### config.mk
export PLATFORM = sky130hd
export DESIGN_NAME = game_top
export DESIGN_NICKNAME = d
export VERILOG_FILES = /design/src/video_pkg.sv /design/src/game_pkg.sv /design/src/screen_fill.sv /design/src/player_mover.sv /design/src/sprite_render.sv /design/src/frame_scanout.sv /design/src/play_sequencer.sv /design/src/game_top.sv
export VERILOG_INCLUDE_DIRS = /design/src
export SDC_FILE = /design/constraint.sdc
export NUM_CORES = 1
export LEC_CHECK = 0
export CAP_MARGIN = 20
export CORE_ASPECT_RATIO = 1.25
export CORE_MARGIN = 2
export CORE_UTILIZATION = 45
export CTS_CLUSTER_DIAMETER = 150
export DETAILED_ROUTE_END_ITERATION = 8
export DONT_BUFFER_PORTS = 1
export SYNTH_ARGS = -nofsm -noshare
export SYNTH_HDL_FRONTEND = slang
export SYNTH_SLANG_ARGS = --single-unit
### constraint.sdc
create_clock -name clock -period 5.2 [get_ports clock]
set_input_delay 0.52 -clock clock [delete_from_list [all_inputs] [get_ports clock]]
set_output_delay 0.52 -clock clock [all_outputs]
set_load 0.05 [all_outputs]
### src/game_config.svh
`ifndef GAME_CONFIG_SVH
`define GAME_CONFIG_SVH

// Framebuffer geometry
`define SCREEN_W        160
`define SCREEN_H        120
`define SCREEN_PIXELS   19200

// Player grid, one cell per tile
`define TILE            4
`define GRID_W          40
`define GRID_H          30

`define GREETING_COLOR  12'h00F
`define CLEAR_COLOR     12'h000
`define PLAYER_COLOR    12'hFF0
`define GAME_OVER_COLOR 12'hF00

// PS/2 arrow make codes, E0 prefix already stripped
`define KEY_LEFT        8'h6B
`define KEY_RIGHT       8'h74
`define KEY_UP          8'h75
`define KEY_DOWN        8'h72

`define PLAYER_START_X  20
`define PLAYER_START_Y  15

`endif

### src/video_pkg.sv
`default_nettype none

package video_pkg;

    // Screen column, 0 to 159
    typedef logic [7:0] pixel_x_t;

    // Screen row, 0 to 119
    typedef logic [6:0] pixel_y_t;

    // 4 bits per channel
    typedef logic [11:0] color_t;

    // Row times screen width plus column
    typedef logic [14:0] fb_addr_t;

endpackage

`default_nettype wire

### src/game_pkg.sv
`default_nettype none

package game_pkg;

    typedef logic [5:0] grid_x_t;     // Cell column, 0 to 39
    typedef logic [4:0] grid_y_t;     // Cell row, 0 to 29
    typedef logic [7:0] key_code_t;   // PS/2 make code

    typedef enum logic [1:0] {
        GREETING,
        PLAYING,
        GAME_OVER
    } game_state_t;

    // Steps of one playing frame
    typedef enum logic [2:0] {
        IDLE,
        CLEAR_SCREEN,
        UPDATE_POSITION,
        RENDER_PLAYER,
        UPDATE_VGA,
        FRAME_DONE
    } frame_state_t;

endpackage

`default_nettype wire

### src/screen_fill.sv
`timescale 1ns/1ps
`default_nettype none
`include "game_config.svh"

module screen_fill #(
    parameter video_pkg::color_t fill_color = `CLEAR_COLOR
) (
    input  wire logic                clock,
    input  wire logic                resetn,
    input  wire logic                enable,
    output logic                     finished,
    output video_pkg::color_t        data,
    output video_pkg::fb_addr_t      addr,
    output logic                     wren
);

    import video_pkg::*;

    fb_addr_t pixel_cnt;   // Next address to write
    logic     last;

    assign last = (pixel_cnt == fb_addr_t'(`SCREEN_PIXELS - 1));

    always_ff @(posedge clock) begin
        if (!resetn) begin
            pixel_cnt <= '0;
        end else if (enable) begin
            if (last)
                pixel_cnt <= '0;   // Ready for the next pass
            else
                pixel_cnt <= pixel_cnt + 1'b1;
        end
    end

    assign data     = fill_color;
    assign addr     = pixel_cnt;
    assign wren     = enable;           // One write per enabled cycle
    assign finished = enable && last;

endmodule

`default_nettype wire

### src/player_mover.sv
`timescale 1ns/1ps
`default_nettype none
`include "game_config.svh"

module player_mover (
    input  wire logic                clock,
    input  wire logic                resetn,
    input  wire logic                enable,
    input  wire game_pkg::key_code_t last_key_received,
    output logic                     finished,
    output game_pkg::grid_x_t        game_x,
    output game_pkg::grid_y_t        game_y
);

    import game_pkg::*;

    always_ff @(posedge clock) begin
        if (!resetn) begin
            game_x <= grid_x_t'(`PLAYER_START_X);
            game_y <= grid_y_t'(`PLAYER_START_Y);
        end else if (enable) begin
            // One cell per frame, clamped at the grid edges
            case (last_key_received)
                `KEY_LEFT: begin
                    if (game_x != '0)
                        game_x <= game_x - 1'b1;
                end
                `KEY_RIGHT: begin
                    if (game_x != grid_x_t'(`GRID_W - 1))
                        game_x <= game_x + 1'b1;
                end
                `KEY_UP: begin
                    if (game_y != '0)
                        game_y <= game_y - 1'b1;
                end
                `KEY_DOWN: begin
                    if (game_y != grid_y_t'(`GRID_H - 1))
                        game_y <= game_y + 1'b1;
                end
                default: ;   // Non-arrow keys leave the player alone
            endcase
        end
    end

    assign finished = enable;   // Done in its single step

endmodule

`default_nettype wire

### src/sprite_render.sv
`timescale 1ns/1ps
`default_nettype none
`include "game_config.svh"

module sprite_render (
    input  wire logic                clock,
    input  wire logic                resetn,
    input  wire logic                enable,
    input  wire game_pkg::grid_x_t   game_x,
    input  wire game_pkg::grid_y_t   game_y,
    output logic                     finished,
    output video_pkg::color_t        data,
    output video_pkg::fb_addr_t      addr,
    output logic                     wren
);

    import video_pkg::*;

    logic [3:0] offset;   // Row in [3:2], column in [1:0]
    pixel_x_t   org_x;
    pixel_y_t   org_y;
    pixel_x_t   px;
    pixel_y_t   py;

    // Top-left pixel of the player cell
    assign org_x = pixel_x_t'(game_x * `TILE);
    assign org_y = pixel_y_t'(game_y * `TILE);

    assign px   = org_x + pixel_x_t'(offset[1:0]);
    assign py   = org_y + pixel_y_t'(offset[3:2]);
    assign addr = fb_addr_t'(py * `SCREEN_W + px);

    always_ff @(posedge clock) begin
        if (!resetn)
            offset <= '0;
        else if (enable)
            offset <= offset + 1'b1;   // Wraps to zero after the last pixel
    end

    assign data     = `PLAYER_COLOR;
    assign wren     = enable;
    assign finished = enable && (offset == 4'hF);

endmodule

`default_nettype wire

### src/frame_scanout.sv
`timescale 1ns/1ps
`default_nettype none
`include "game_config.svh"

module frame_scanout (
    input  wire logic                clock,
    input  wire logic                resetn,
    input  wire logic                enable,
    input  wire video_pkg::color_t   q,
    output logic                     finished,
    output video_pkg::fb_addr_t      addr,
    output video_pkg::pixel_x_t      vga_x,
    output video_pkg::pixel_y_t      vga_y,
    output video_pkg::color_t        vga_color,
    output logic                     vga_plot
);

    import video_pkg::*;

    pixel_x_t x_cnt;     // Next pixel to fetch
    pixel_y_t y_cnt;
    pixel_x_t x_d;       // Pixel whose data is on q
    pixel_y_t y_d;
    logic     valid;
    logic     issuing;
    logic     last;
    pixel_x_t sel_x;
    pixel_y_t sel_y;

    assign issuing = (y_cnt != pixel_y_t'(`SCREEN_H));   // Low on the drain cycle
    assign last    = valid && (x_d == pixel_x_t'(`SCREEN_W - 1))
                     && (y_d == pixel_y_t'(`SCREEN_H - 1));

    // While paused, keep reading the pixel in flight so q still holds it
    assign sel_x = (enable && issuing) ? x_cnt : x_d;
    assign sel_y = (enable && issuing) ? y_cnt : y_d;
    assign addr  = fb_addr_t'(sel_y * `SCREEN_W + sel_x);

    always_ff @(posedge clock) begin
        if (!resetn || (enable && last)) begin
            x_cnt <= '0;
            y_cnt <= '0;
            x_d   <= '0;
            y_d   <= '0;
            valid <= 1'b0;
        end else if (enable) begin
            valid <= issuing;
            if (issuing) begin
                x_d <= x_cnt;
                y_d <= y_cnt;
                if (x_cnt == pixel_x_t'(`SCREEN_W - 1)) begin
                    x_cnt <= '0;
                    y_cnt <= y_cnt + 1'b1;
                end else begin
                    x_cnt <= x_cnt + 1'b1;
                end
            end
        end
    end

    assign vga_plot  = enable && valid;
    assign vga_x     = vga_plot ? x_d : '0;
    assign vga_y     = vga_plot ? y_d : '0;
    assign vga_color = vga_plot ? q : '0;
    assign finished  = enable && last;   // With the final plot

endmodule

`default_nettype wire

### src/play_sequencer.sv
`timescale 1ns/1ps
`default_nettype none
`include "game_config.svh"

module play_sequencer (
    input  wire logic                clock,
    input  wire logic                resetn,
    input  wire logic                enable,
    input  wire video_pkg::color_t   q,
    input  wire game_pkg::key_code_t last_key_received,
    output logic                     finished,
    output video_pkg::color_t        data,
    output video_pkg::fb_addr_t      addr,
    output logic                     wren,
    output video_pkg::pixel_x_t      vga_x,
    output video_pkg::pixel_y_t      vga_y,
    output video_pkg::color_t        vga_color,
    output logic                     vga_plot
);

    import video_pkg::*;
    import game_pkg::*;

    frame_state_t state, next_state;

    logic     e_clear, e_move, e_sprite, e_scan;
    logic     f_clear, f_move, f_sprite, f_scan;
    color_t   clr_data, spr_data, scan_color;
    fb_addr_t clr_addr, spr_addr, scan_addr;
    logic     clr_wren, spr_wren, scan_plot;
    pixel_x_t scan_x;
    pixel_y_t scan_y;
    grid_x_t  game_x;
    grid_y_t  game_y;

    always_ff @(posedge clock) begin
        if (!resetn)
            state <= IDLE;
        else if (enable)
            state <= next_state;
    end

    always_comb begin
        next_state = state;
        case (state)
            IDLE:            next_state = CLEAR_SCREEN;
            CLEAR_SCREEN:    if (f_clear) next_state = UPDATE_POSITION;
            UPDATE_POSITION: if (f_move) next_state = RENDER_PLAYER;
            RENDER_PLAYER:   if (f_sprite) next_state = UPDATE_VGA;
            UPDATE_VGA:      if (f_scan) next_state = FRAME_DONE;
            FRAME_DONE:      next_state = IDLE;
            default:         next_state = IDLE;
        endcase
    end

    // Stage enables follow the run level
    assign e_clear  = enable && (state == CLEAR_SCREEN);
    assign e_move   = enable && (state == UPDATE_POSITION);
    assign e_sprite = enable && (state == RENDER_PLAYER);
    assign e_scan   = enable && (state == UPDATE_VGA);
    assign finished = enable && (state == FRAME_DONE);

    always_comb begin
        data      = '0;
        addr      = '0;
        wren      = 1'b0;
        vga_x     = '0;
        vga_y     = '0;
        vga_color = '0;
        vga_plot  = 1'b0;
        case (state)
            CLEAR_SCREEN: begin
                data = clr_data;
                addr = clr_addr;
                wren = clr_wren;
            end
            RENDER_PLAYER: begin
                data = spr_data;
                addr = spr_addr;
                wren = spr_wren;
            end
            UPDATE_VGA: begin
                addr      = scan_addr;   // Read only, wren stays low
                vga_x     = scan_x;
                vga_y     = scan_y;
                vga_color = scan_color;
                vga_plot  = scan_plot;
            end
            default: ;
        endcase
    end

    screen_fill #(.fill_color(`CLEAR_COLOR)) clear_i (
        .clock(clock), .resetn(resetn), .enable(e_clear), .finished(f_clear),
        .data(clr_data), .addr(clr_addr), .wren(clr_wren)
    );

    player_mover mover_i (
        .clock(clock), .resetn(resetn), .enable(e_move), .finished(f_move),
        .last_key_received(last_key_received), .game_x(game_x), .game_y(game_y)
    );

    sprite_render sprite_i (
        .clock(clock), .resetn(resetn), .enable(e_sprite), .finished(f_sprite),
        .game_x(game_x), .game_y(game_y),
        .data(spr_data), .addr(spr_addr), .wren(spr_wren)
    );

    frame_scanout scan_i (
        .clock(clock), .resetn(resetn), .enable(e_scan), .finished(f_scan),
        .q(q), .addr(scan_addr), .vga_x(scan_x), .vga_y(scan_y),
        .vga_color(scan_color), .vga_plot(scan_plot)
    );

endmodule

`default_nettype wire

### src/game_top.sv
`timescale 1ns/1ps
`default_nettype none
`include "game_config.svh"

module game_top (
    input  wire logic                clock,
    input  wire logic                resetn,
    input  wire logic                enable,    // Run level, pauses everything
    input  wire video_pkg::color_t   q,
    input  wire game_pkg::key_code_t last_key_received,
    output video_pkg::color_t        data,
    output video_pkg::fb_addr_t      addr,
    output logic                     wren,
    output video_pkg::pixel_x_t      vga_x,
    output video_pkg::pixel_y_t      vga_y,
    output video_pkg::color_t        vga_color,
    output logic                     vga_plot
);

    import video_pkg::*;
    import game_pkg::*;

    game_state_t state, next_state;

    logic     e_greet, e_play, e_over;
    logic     f_greet, f_play, f_over;
    color_t   greet_data, play_data, over_data;
    fb_addr_t greet_addr, play_addr, over_addr;
    logic     greet_wren, play_wren, over_wren;
    pixel_x_t play_x;
    pixel_y_t play_y;
    color_t   play_color;
    logic     play_plot;

    always_ff @(posedge clock) begin
        if (!resetn)
            state <= GREETING;
        else
            state <= next_state;   // Strobes only fire while running
    end

    always_comb begin
        next_state = state;
        case (state)
            GREETING:  if (f_greet) next_state = PLAYING;
            PLAYING:   if (f_play) next_state = GAME_OVER;
            GAME_OVER: if (f_over) next_state = GREETING;
            default:   next_state = GREETING;
        endcase
    end

    assign e_greet = enable && (state == GREETING);
    assign e_play  = enable && (state == PLAYING);
    assign e_over  = enable && (state == GAME_OVER);

    always_comb begin
        data      = '0;
        addr      = '0;
        wren      = 1'b0;
        vga_x     = '0;
        vga_y     = '0;
        vga_color = '0;
        vga_plot  = 1'b0;
        case (state)
            GREETING: begin
                data = greet_data;
                addr = greet_addr;
                wren = greet_wren;
            end
            PLAYING: begin
                data      = play_data;
                addr      = play_addr;
                wren      = play_wren;
                vga_x     = play_x;     // Only the frame scanout plots
                vga_y     = play_y;
                vga_color = play_color;
                vga_plot  = play_plot;
            end
            GAME_OVER: begin
                data = over_data;
                addr = over_addr;
                wren = over_wren;
            end
            default: ;
        endcase
    end

    screen_fill #(.fill_color(`GREETING_COLOR)) greeting_i (
        .clock(clock), .resetn(resetn), .enable(e_greet), .finished(f_greet),
        .data(greet_data), .addr(greet_addr), .wren(greet_wren)
    );

    play_sequencer playing_i (
        .clock(clock), .resetn(resetn), .enable(e_play), .finished(f_play),
        .q(q), .last_key_received(last_key_received),
        .data(play_data), .addr(play_addr), .wren(play_wren),
        .vga_x(play_x), .vga_y(play_y), .vga_color(play_color), .vga_plot(play_plot)
    );

    screen_fill #(.fill_color(`GAME_OVER_COLOR)) game_over_i (
        .clock(clock), .resetn(resetn), .enable(e_over), .finished(f_over),
        .data(over_data), .addr(over_addr), .wren(over_wren)
    );

endmodule

`default_nettype wire

==> flow_summary.json, run 1 <==
{
  "fin_crit_ns": 4.97,
  "place_hpwl_um": 12100,
  "synthCells": 777,
  "cts.clk_slew.worst_paths_ns": 0.07,
  "path_class": "flip-flop to output port",
  "total_grt_usage": 0.223,
  "p_switching_w": 0.000336,
  "antenna_found_initial": 0,
  "layout-drive-gt1-share": 0.0822,
  "timing.critical_path.fanout_max": 8,
  "place_inst": 934,
  "p_seq_frac": 0.521,
  "clock-root-buffer": "clkbuf_16",
  "htree_levels": 3,
  "synthesis.area_sq_mm": 0.00635,
  "swShare": 0.237,
  "timing.critical_path.from_type": "flip-flop",
  "grt_first_pass_wirelength_um": 25900,
  "gp_routability_congestion": 0.882,
  "final_setup_violation_count": 0,
  "power_leakage_nw": 2.63,
  "post-route-period-util": 0.956,
  "placeableCoreArea_sq_mm": 0.0138,
  "postSynthNetCount": 844,
  "dpl-instance-area_sq_mm": 0.00659,
  "power.density_cell_area_mw_per_mm2": 205,
  "total_number_of_vias": 5379,
  "drtAntennaViolNets": 0,
  "cts_made_buffers": 9,
  "avgSynthCellArea_sq_um": 8.18,
  "finClkSkew_ns": 0.00679,
  "cp_cell_sequence": "nand4bb_4, or3b_4, or2_4, a22oi_1, inv_1, ha_1, ha_1, fa_1, a21oi_1, o21bai_1, xor2_1, nand2_1, nor4bb_1, o221ai_1, o211ai_1, buf_12",
  "routed_wire_length_per_instance_um": 16.8,
  "crit_path_max_incr_delay_ns": 0.45,
  "ys_ff_latch": 96,
  "cp-end-kind": "output port",
  "cp_slowest_cell": "or3b_4",
  "setup-tns-final_ns": 0,
  "grt_setup_unrepaired": "no",
  "post-route-drc-count": 0,
  "outcome": "finished, final reports clean",
  "postRouteWirelength_um": 16000,
  "synth.distinct_cells": 66,
  "slew_viol_final": 0,
  "report.final.hold_viol_count": 0,
  "drt-vias-per-instance": 5.64,
  "tritoncts": "yes",
  "worstMarginPinSlew_ns": 1.02,
  "n_fill_cell": 1382,
  "cts.path.max_buffers": 2,
  "timing.max_slew.rel_slack": 0.325,
  "yosysSeqAreaShare": 0.302,
  "internal-power_w": 0.00108,
  "fp.dieH_um": 137,
  "insertion_delay_ns": 0.36,
  "cts.hold.buffers_added": 0,
  "setup.reg_to_reg.worst_slack_ns": 2.31,
  "vias_in_the_first_global_route": 5063,
  "clock.fmax_mhz": 201,
  "detail_route.iter0.violations": 275,
  "hold_class": "input pin to flip-flop",
  "dr.pass1.iters": 4,
  "floorplan.initialDensity": 0.460,
  "floorplan.die.width_um": 110,
  "synthToLayoutAreaGrowth_pct": 8.58,
  "maximum_ir_drop_on_the_vdd_rail_uv": 147,
  "die-area_sq_mm": 0.0151,
  "global_route_total_overflow": 0,
  "cp_data_arrival_time_ns": 4.45,
  "portBuffers": 0,
  "synth-edff-count": 0,
  "placement.setup.worst_slack_ns": 0.373,
  "postLayoutSetupSlackWorst_ns": 0.227,
  "clock-sinks": 96,
  "comb_power_frac": 0.035,
  "final-instance-count-excl-fill": 954,
  "synth-main-ff-cell": "dfxtp_1",
  "maximum_number_of_pins_on_one_net_before_global_route_repair": 39,
  "stdcell_area_sq_mm": 0.00690,
  "async_reset_ff_frac": 0,
  "cpMostUsedCell": "ha_1",
  "cp.required_ns": 4.68,
  "placementRows": 48,
  "drv_cap": 0,
  "antenna-diode-count": 0,
  "total_power_w": 0.00142,
  "nets_final": 841,
  "floorplan.io_pins": 79,
  "clkPwrFrac": 0.443,
  "ys_warn_count": 0
}
## power groups by stage
| stage | logic, W | registers, W | clock network (W) |
|---|---|---|---|
| finish | 0.0000497 | 0.000738 | 0.000628 |
| global route | 0.0000536 | 0.000738 | 0.000679 |
| CTS | 0.0000494 | 0.000738 | 0.000648 |
| detailed placement | 0.0000494 | 0.000755 | 0 |
| global placement | 0.0000487 | 0.000755 | 0 |
| floorplan | 0.0000390 | 0.000755 | 0 |
## metrics by stage
stage,hold WS (ns),util
2_1_floorplan,0.457,-
3_3_place_gp,0.480,0.477
3_5_place_dp,0.495,0.477
4_1_cts,0.209,0.497
5_1_grt,0.217,0.500
6_report,0.231,0.500
## kinds of logic (layout without fill, tap and decap cells)
family | after synthesis | count (layout) | share of synthesized area
AND/OR/NAND/NOR | 352 | 352 | 0.282
adder cells (fa/ha/maj) | 45 | 45 | 0.0953
multiplexers | 26 | 26 | 0.0419
flip-flops | 96 | 96 | 0.302
buffers and inverters | 58 | 60 | 0.0439
XOR/XNOR | 85 | 85 | 0.120
AO/OA/AOI/OAI | 115 | 115 | 0.115
## critical path, delay by kind of cell, from the launching register on
kind | cells | cell delay, ns
flops | 1 | 0.31
xor+xnor | 1 | 0.26
buf+inv | 2 | 0.27
compound gates | 5 | 1.00
fa+ha+maj | 3 | 0.82
simple gates | 5 | 1.42
## state kept, by name, summed over array words and instances, names as in the netlist
register,flops
greeting_i.addr,15
playing_i.clear_i.addr,15
playing_i.mover_i.game_x,6
playing_i.state,3
playing_i.scan_i.y_cnt,7
playing_i.mover_i.game_y,5
playing_i.scan_i.x_cnt,8
playing_i.scan_i.y_d,7
state,2
game_over_i.addr,15
playing_i.scan_i.valid,1
playing_i.scan_i.x_d,8
playing_i.sprite_i.offset,4
## cells in the mapped netlist (all sizes together), types with 21 or more instances
| cell | instances | area share |
|---|---|---|
| a21oi | 31 | 0.024 |
| and2 | 30 | 0.030 |
| buf | 21 | 0.022 |
| clkbuf | 21 | 0.012 |
| dfxtp | 96 | 0.30 |
| ha | 38 | 0.075 |
| mux2i | 24 | 0.038 |
| nand2 | 75 | 0.044 |
| nand3 | 29 | 0.023 |
| nor2 | 117 | 0.073 |
| o21ai | 28 | 0.022 |
| xnor2 | 31 | 0.043 |
| xor2 | 53 | 0.073 |
## what timing repair did
item,CTS,global route
resized for setup,0,2
setup buffers,0,3
endpoints found under the setup margin,0,2
## final timing paths
check | startpoint | endpoint | cells past startpoint
max reg2reg | state[0] | playing_i.mover_i.game_y[4] | 8
min | resetn | playing_i.mover_i.game_y[1] | 1
min reg2reg | playing_i.clear_i.addr[1] | playing_i.clear_i.addr[1] | 2
max | playing_i.state[1] | addr[14] | 16
## placed cells by master, fill, tap and decap left out, types with 3 or more instances in the layout
master,n
a221oi_1,4
dfxtp_1,95
nand2_1,75
o221ai_1,8
nor3_1,10
nor2_4,3
nor4_1,4
o211ai_1,3
a31oi_1,3
clkbuf_16,9
nand2b_1,8
nand3_1,29
or2_2,4
or3_1,6
a21oi_1,31
ha_1,38
and4b_1,3
a21o_1,9
inv_1,14
xnor2_1,31
mux2i_1,23
o21ai_0,22
nand4b_1,3
buf_4,26
nand4_1,18
o21bai_1,3
xor2_1,53
and2_1,30
nor3b_1,5
a22oi_1,3
nor2_1,112
o22ai_1,9
nand3b_1,4
fa_1,6
and3_1,16
o21ai_1,6
a211oi_1,3
nor2b_1,6
or4_1,3
## metal layers
layer,share of wire,GRT usage,wire (um),vias to the layer above
li1,-,-,-,2683
met1,0.46,0.287,7380,2555
met2,0.49,0.377,7800,122
met3,0.034,0.0286,553,19
met4,0.019,0.0854,309,0
met5,0,0,0,-
## cell type report
cell class,instances,area (sq um),area share
timing repair buffer,28,235,0.0341
inverter,16,60.1,0.00870
clock inverter,5,41.3,0.00598
clock buffer,11,233,0.0337
sequential,96,1920,0.279
tap,175,219,0.0317
multi-input combinational,623,4190,0.607
No activity file was read; power rests on OpenSTA's default activity.
==> inputs of run 2 (changes only) <==
clock period = 6.4 ns   (was 5.2 ns; I/O delays follow)
==> run 2 against run 1 <==
Against the previous run: sequential share of layout area up 0.42 points; global-route usage down 0.72 points; sequential cell count unchanged; clock power fell by 11%; power shrank 15%; routed wire length fell by 3.7%; first-iteration DRC count up 12%; clock skew is essentially flat; register-to-register slack gained 1.3 ns; critical path type unchanged; largest cell class unchanged.
==> flow_summary.json, run 2 (synthesized netlist as in run 1, its figures left out) <==
{
  "outcome": "finished, final reports clean",
  "place_hpwl_um": 11900,
  "reg2reg_depth": 8,
  "placementRows": 48,
  "cts.repair_timing.setup_buffer_count": 0,
  "total_power_w": 0.00120,
  "floorplan.io_pins": 79,
  "vias_in_the_first_global_route": 5145,
  "htree_levels": 3,
  "fin_crit_ns": 5.51,
  "nets_final": 826,
  "slew_viol_final": 0,
  "post-route-period-util": 0.861,
  "layout_common_cells": "112 x nor2_1, 96 x dfxtp_1, 75 x nand2_1",
  "dpl-instance-area_sq_mm": 0.00648,
  "clock.fmax_mhz": 182,
  "path_class": "flip-flop to output port",
  "finClkSkew_ns": 0.00721,
  "synthToLayoutAreaGrowth_pct": 6.91,
  "antenna_found_initial": 0,
  "antenna-diode-count": 0,
  "worstMarginPinSlew_ns": 1.06,
  "power.density_cell_area_mw_per_mm2": 176,
  "postRouteWirelength_um": 15500,
  "gp_routability_congestion": 0.925,
  "drv_cap": 0,
  "tritoncts": "yes",
  "post-route-drc-count": 0,
  "fp.dieH_um": 137,
  "hold_class": "input pin to flip-flop",
  "maximum_ir_drop_on_the_vdd_rail_uv": 99.6,
  "hold_path.startpoint": "resetn",
  "maximum_number_of_pins_on_one_net_before_global_route_repair": 39,
  "cp_data_arrival_time_ns": 4.87,
  "timing.critical_path.from": "playing_i.state[1]",
  "worstReg2RegStart": "playing_i.state[1]",
  "cts.clk_slew.worst_paths_ns": 0.06,
  "insertion_delay_ns": 0.35,
  "grt_setup_unrepaired": "no",
  "clock-root-buffer": "clkbuf_16",
  "portBuffers": 0,
  "crit-reg2reg-capture": "playing_i.scan_i.x_cnt[2]",
  "cp-end-kind": "output port",
  "worstHoldPathCells": 1,
  "detail_route.iter0.violations": 308,
  "floorplan.initialDensity": 0.460,
  "placeableCoreArea_sq_mm": 0.0138,
  "hold-path-endpoint": "playing_i.mover_i.game_x[2]",
  "dr.pass1.iters": 5,
  "setup-tns-final_ns": 0,
  "final_setup_violation_count": 0,
  "cts.hold.buffers_added": 0,
  "cts_made_buffers": 9,
  "timing.critical_path.fanout_max": 11,
  "cp.required_ns": 5.76,
  "report.final.hold_viol_count": 0,
  "floorplan.die.width_um": 110,
  "stdcell_area_sq_mm": 0.00679,
  "die-area_sq_mm": 0.0151,
  "cts_resized": 0,
  "cts.path.max_buffers": 2,
  "mostFrequentLayoutCell": "nor2_1",
  "timing.critical_path.from_type": "flip-flop",
  "drt-vias-per-instance": 5.65,
  "drtAntennaViolNets": 0,
  "total_grt_usage": 0.216,
  "routed_wire_length_per_instance_um": 16.5,
  "timing.max_slew.rel_slack": 0.302,
  "total_number_of_vias": 5306,
  "clock-sinks": 96,
  "layout-drive-gt1-share": 0.0628,
  "grt_first_pass_wirelength_um": 25200,
  "n_fill_cell": 1389,
  "setup.reg_to_reg.worst_slack_ns": 3.56,
  "power_leakage_nw": 2.57,
  "global_route_total_overflow": 0
}
## run 2: worst max-delay path: stages (launching register included)
cell and delay, ns:
dfxtp_1 0.31, nand4bb_4 0.24, or3b_1 0.52, or2_4 0.37
o21ai_0 0.47, ha_1 0.34, ha_1 0.23, fa_1 0.40
a21oi_1 0.14, o21bai_1 0.11, xor2_1 0.26, nand3_1 0.15
xor3_1 0.37, nor2_1 0.17, a211o_1 0.43
## run 2: cell type report
type / count / area (sq um) / area share
well taps: 175 / 219 / 0.0322
multi-input cells: 623 / 4190 / 0.616
repair buffers: 13 / 97.6 / 0.0144
flip-flops and latches: 96 / 1920 / 0.283
clock inverters: 4 / 52.6 / 0.00773
inverters: 16 / 60.1 / 0.00884
clock buffers: 12 / 256 / 0.0378
## run 2: through the flow
stage | utilization | std cells | hold WS, ns | worst slack (ns)
2_1_floorplan | - | 777 | 0.457 | 1.14
3_3_place_gp | 0.469 | 923 | 0.474 | 1.11
3_5_place_dp | 0.469 | 923 | 0.479 | 1.04
4_1_cts | 0.492 | 939 | 0.341 | 0.883
5_1_grt | 0.492 | 939 | 0.342 | 0.512
6_report | 0.492 | 939 | 0.352 | 0.891
## run 2: worst max path at each step
| stage | endpoint | slack, ns | cells after the start |
|---|---|---|---|
| floorplan | addr[11] | 1.14 | 17 |
| global placement | addr[13] | 1.11 | 14 |
| detailed placement | addr[13] | 1.04 | 14 |
| CTS | addr[13] | 0.88 | 14 |
| global route | addr[13] | 0.51 | 14 |
| finish | addr[13] | 0.89 | 14 |
## run 2: routing by layer
| metal | track usage | vias up | wire length, um |
|---|---|---|---|
| li1 | - | 2661 | - |
| met1 | 0.272 | 2474 | 6850 |
| met2 | 0.355 | 143 | 7360 |
| met3 | 0.0319 | 28 | 722 |
| met4 | 0.109 | 0 | 524 |
| met5 | 0 | - | 0 |
## run 2: power by group
group	leakage, nW	switching, W	internal [W]	total, W
Clock	0.153	0.000234	0.000325	0.000559
Sequential	0.774	0.00000134	0.000599	0.000600
Combinational	1.64	0.0000269	0.0000109	0.0000379
Total	2.57	0.000263	0.000935	0.00120
==> inputs of run 3 (changes only) <==
SYNTH_HIERARCHICAL = 1   (was unset)
==> run 3 against run 2 <==
Against the previous run: first-iteration DRC count grew 44%; routed wire length rose by 19%; sequential cell count did not move; critical path type unchanged; critical endpoint unchanged; global-route usage shrank 2.7 points; utilization shrank 2.1 points; critical path depth rose by 6; clock skew increased by 0.0017 ns; clock power fell by 3%.
==> flow_summary.json, run 3 <==
{
  "drt-vias-per-instance": 5.37,
  "setup-tns-final_ns": 0,
  "clock-sinks": 96,
  "global_route_total_overflow": 0,
  "maximum_ir_drop_on_the_vdd_rail_uv": 115,
  "cts.hold.buffers_added": 0,
  "ys_warn_count": 6,
  "cp_data_arrival_time_ns": 5.23,
  "grt_setup_unrepaired": "no",
  "antenna-diode-count": 0,
  "post-route-period-util": 0.917,
  "comb_power_frac": 0.052,
  "cts_made_buffers": 9,
  "async_reset_ff_frac": 0,
  "synth_cell_count_leaders": "96 x dfxtp_1, 89 x nand2_1, 86 x nor2_1, 65 x and2_1, 65 x buf_4",
  "cts_resized": 0,
  "dpl-instance-area_sq_mm": 0.00827,
  "p_seq_frac": 0.498,
  "insertion_delay_ns": 0.35,
  "power_leakage_nw": 3.23,
  "reg2reg_depth": 9,
  "clock-root-buffer": "clkbuf_16",
  "multi_input_area_sq_mm": 0.00572,
  "hold_class": "input pin to flip-flop",
  "cts.clk_slew.worst_paths_ns": 0.07,
  "place_hpwl_um": 13900,
  "yosys.area.top_type": "dfxtp_1",
  "finClkSkew_ns": 0.00890,
  "avgSynthCellArea_sq_um": 8.15,
  "stdcell_area_sq_mm": 0.00856,
  "floorplan.initialDensity": 0.460,
  "setup.reg_to_reg.worst_slack_ns": 3.41,
  "worstReg2RegStart": "state[0]",
  "ff_latch_area_sq_mm": 0.00192,
  "fp.dieH_um": 156,
  "cts.repair_timing.setup_buffer_count": 0,
  "n_fill_cell": 1832,
  "layout_common_cells": "94 x dfxtp_1, 89 x nand2_1, 86 x nor2_1",
  "total_number_of_vias": 6621,
  "power.density_cell_area_mw_per_mm2": 141,
  "fin_crit_ns": 5.87,
  "ys_top_cells_by_area": "dfxtp_1 23%, mux2i_1 7.4%, buf_4 5.8%, ha_1 5.5%, and2_1 4.9%",
  "grt_first_pass_wirelength_um": 30700,
  "ys_ff_latch": 96,
  "layout-drive-gt1-share": 0.0797,
  "htree_levels": 3,
  "cts.path.max_buffers": 2,
  "die-area_sq_mm": 0.0197,
  "synth-main-ff-cell": "dfxtp_1",
  "total_grt_usage": 0.189,
  "outcome": "finished, final reports clean",
  "tritoncts": "yes",
  "post-route-drc-count": 0,
  "gp_routability_congestion": 0.815,
  "place_inst": 1217,
  "drv_cap": 0,
  "report.final.hold_viol_count": 0,
  "routed_wire_length_per_instance_um": 15.0,
  "floorplan.die.width_um": 126,
  "worstMarginPinSlew_ns": 1.07,
  "worst_hold_slack_ns": 0.363,
  "synth.top_cell.area_share": 0.230,
  "portBuffers": 0,
  "swShare": 0.240,
  "synth_most_common_cell": "dfxtp_1",
  "detail_route.iter0.violations": 443,
  "mostFrequentLayoutCell": "dfxtp_1",
  "final-instance-count-excl-fill": 1232,
  "floorplan.io_pins": 79,
  "synthesis.area_sq_mm": 0.00836,
  "timing.critical_path.fanout_max": 19,
  "maximum_number_of_pins_on_one_net_before_global_route_repair": 44,
  "dr.pass1.iters": 5,
  "cp.required_ns": 5.76,
  "final_setup_violation_count": 0,
  "vias_in_the_first_global_route": 6199,
  "synth.distinct_cells": 90,
  "placeableCoreArea_sq_mm": 0.0182,
  "placementRows": 55,
  "yosysSeqAreaShare": 0.230,
  "postRouteWirelength_um": 18500,
  "hold-path-endpoint": "playing_i/mover_i/game_y[3]",
  "crit-reg2reg-capture": "playing_i/scan_i/x_cnt[5]",
  "internal-power_w": 0.000919,
  "slew_viol_final": 0,
  "synthCells": 1026,
  "hold_path.startpoint": "resetn",
  "timing.critical_path.from_type": "flip-flop",
  "cp-end-kind": "output port",
  "clkPwrFrac": 0.450,
  "clock.fmax_mhz": 170,
  "antenna_found_initial": 0,
  "synth-edff-count": 0,
  "p_switching_w": 0.000290,
  "worstHoldPathCells": 1,
  "timing.max_slew.rel_slack": 0.288,
  "synthToLayoutAreaGrowth_pct": 2.33,
  "nets_final": 1066,
  "path_class": "flip-flop to output port",
  "drtAntennaViolNets": 0
}
run 3: changes by cell type after synthesis, moves of 19 or more:
cell       delta
buf_4        +54
mux2i_1      +39
and2_1       +35
nor2_1       -29
o2bb2ai_1    +29
xor2_1       -28
and3_1       +19
run 3: final cells by class:
type | instances | share of cell area
clock inverters | 4 | 0.00643
inverters | 32 | 0.0140
clock buffers | 11 | 0.0272
well taps | 228 | 0.0333
flip-flops and latches | 96 | 0.225
repair buffers | 29 | 0.0254
multi-input cells | 832 | 0.669
run 3: power groups by stage:
stage	clock network, W	registers (W)	logic, W
after global placement	0	0.000616	0.0000631
after global routing	0.000582	0.000602	0.0000690
final	0.000543	0.000602	0.0000629
after CTS	0.000559	0.000602	0.0000630
after detailed placement	0	0.000616	0.0000630
after floorplan	0	0.000614	0.0000762
run 3: cells by family (layout without fill, tap and decap cells):
family / Yosys count / count (layout) / synth area share
xor+xnor: 72 / 72 / 0.0779
fa+ha+maj: 43 / 43 / 0.0697
compound gates: 155 / 155 / 0.134
other cells: 7 / 48 / 0.00314
simple gates: 450 / 450 / 0.303
flops: 96 / 96 / 0.230
mux: 64 / 64 / 0.0769
buf+inv: 139 / 76 / 0.106
run 3: metal layers:
layer	share of wire	up-vias	global-route usage
li1	-	3451	-
met1	0.47	3014	0.242
met2	0.48	131	0.326
met3	0.030	25	0.0215
met4	0.024	0	0.0743
met5	0	-	0
run 3: worst max-delay path, cell delays in order, from the launching register on:
cell       delay [ns]
dfxtp_2          0.32
nor2b_4          0.11
and2_1           0.28
and2_1           0.22
inv_1            0.19
a21o_1           0.50
mux2i_1          0.44
inv_1            0.09
ha_1             0.30
ha_1             0.22
fa_1             0.40
xor2_1           0.24
o2111ai_1        0.26
nor3_1           0.28
nor3_1           0.09
o41ai_2          0.28
nand2_1          0.10
o21ai_1          0.09
mux2i_1          0.09
o2bb2ai_1        0.16
buf_4            0.21
run 3: worst max-delay path by stage:
stage | start | endpoint | cells after the start
6_report | state[0] | addr[13] | 20
4_1_cts | state[0] | addr[13] | 20
2_1_floorplan | state[0] | addr[13] | 23
5_1_grt | state[1] | addr[13] | 21
3_3_place_gp | enable | addr[13] | 19
3_5_place_dp | enable | addr[13] | 19
run 3: through the flow:
step / utilization / power (W) / worst slack (ns)
2_1_floorplan: - / 0.000690 / 0.812
3_3_place_gp: 0.455 / 0.000679 / 0.857
3_5_place_dp: 0.455 / 0.000679 / 0.751
4_1_cts: 0.471 / 0.00122 / 0.554
5_1_grt: 0.471 / 0.00125 / 0.205
6_report: 0.471 / 0.00121 / 0.532
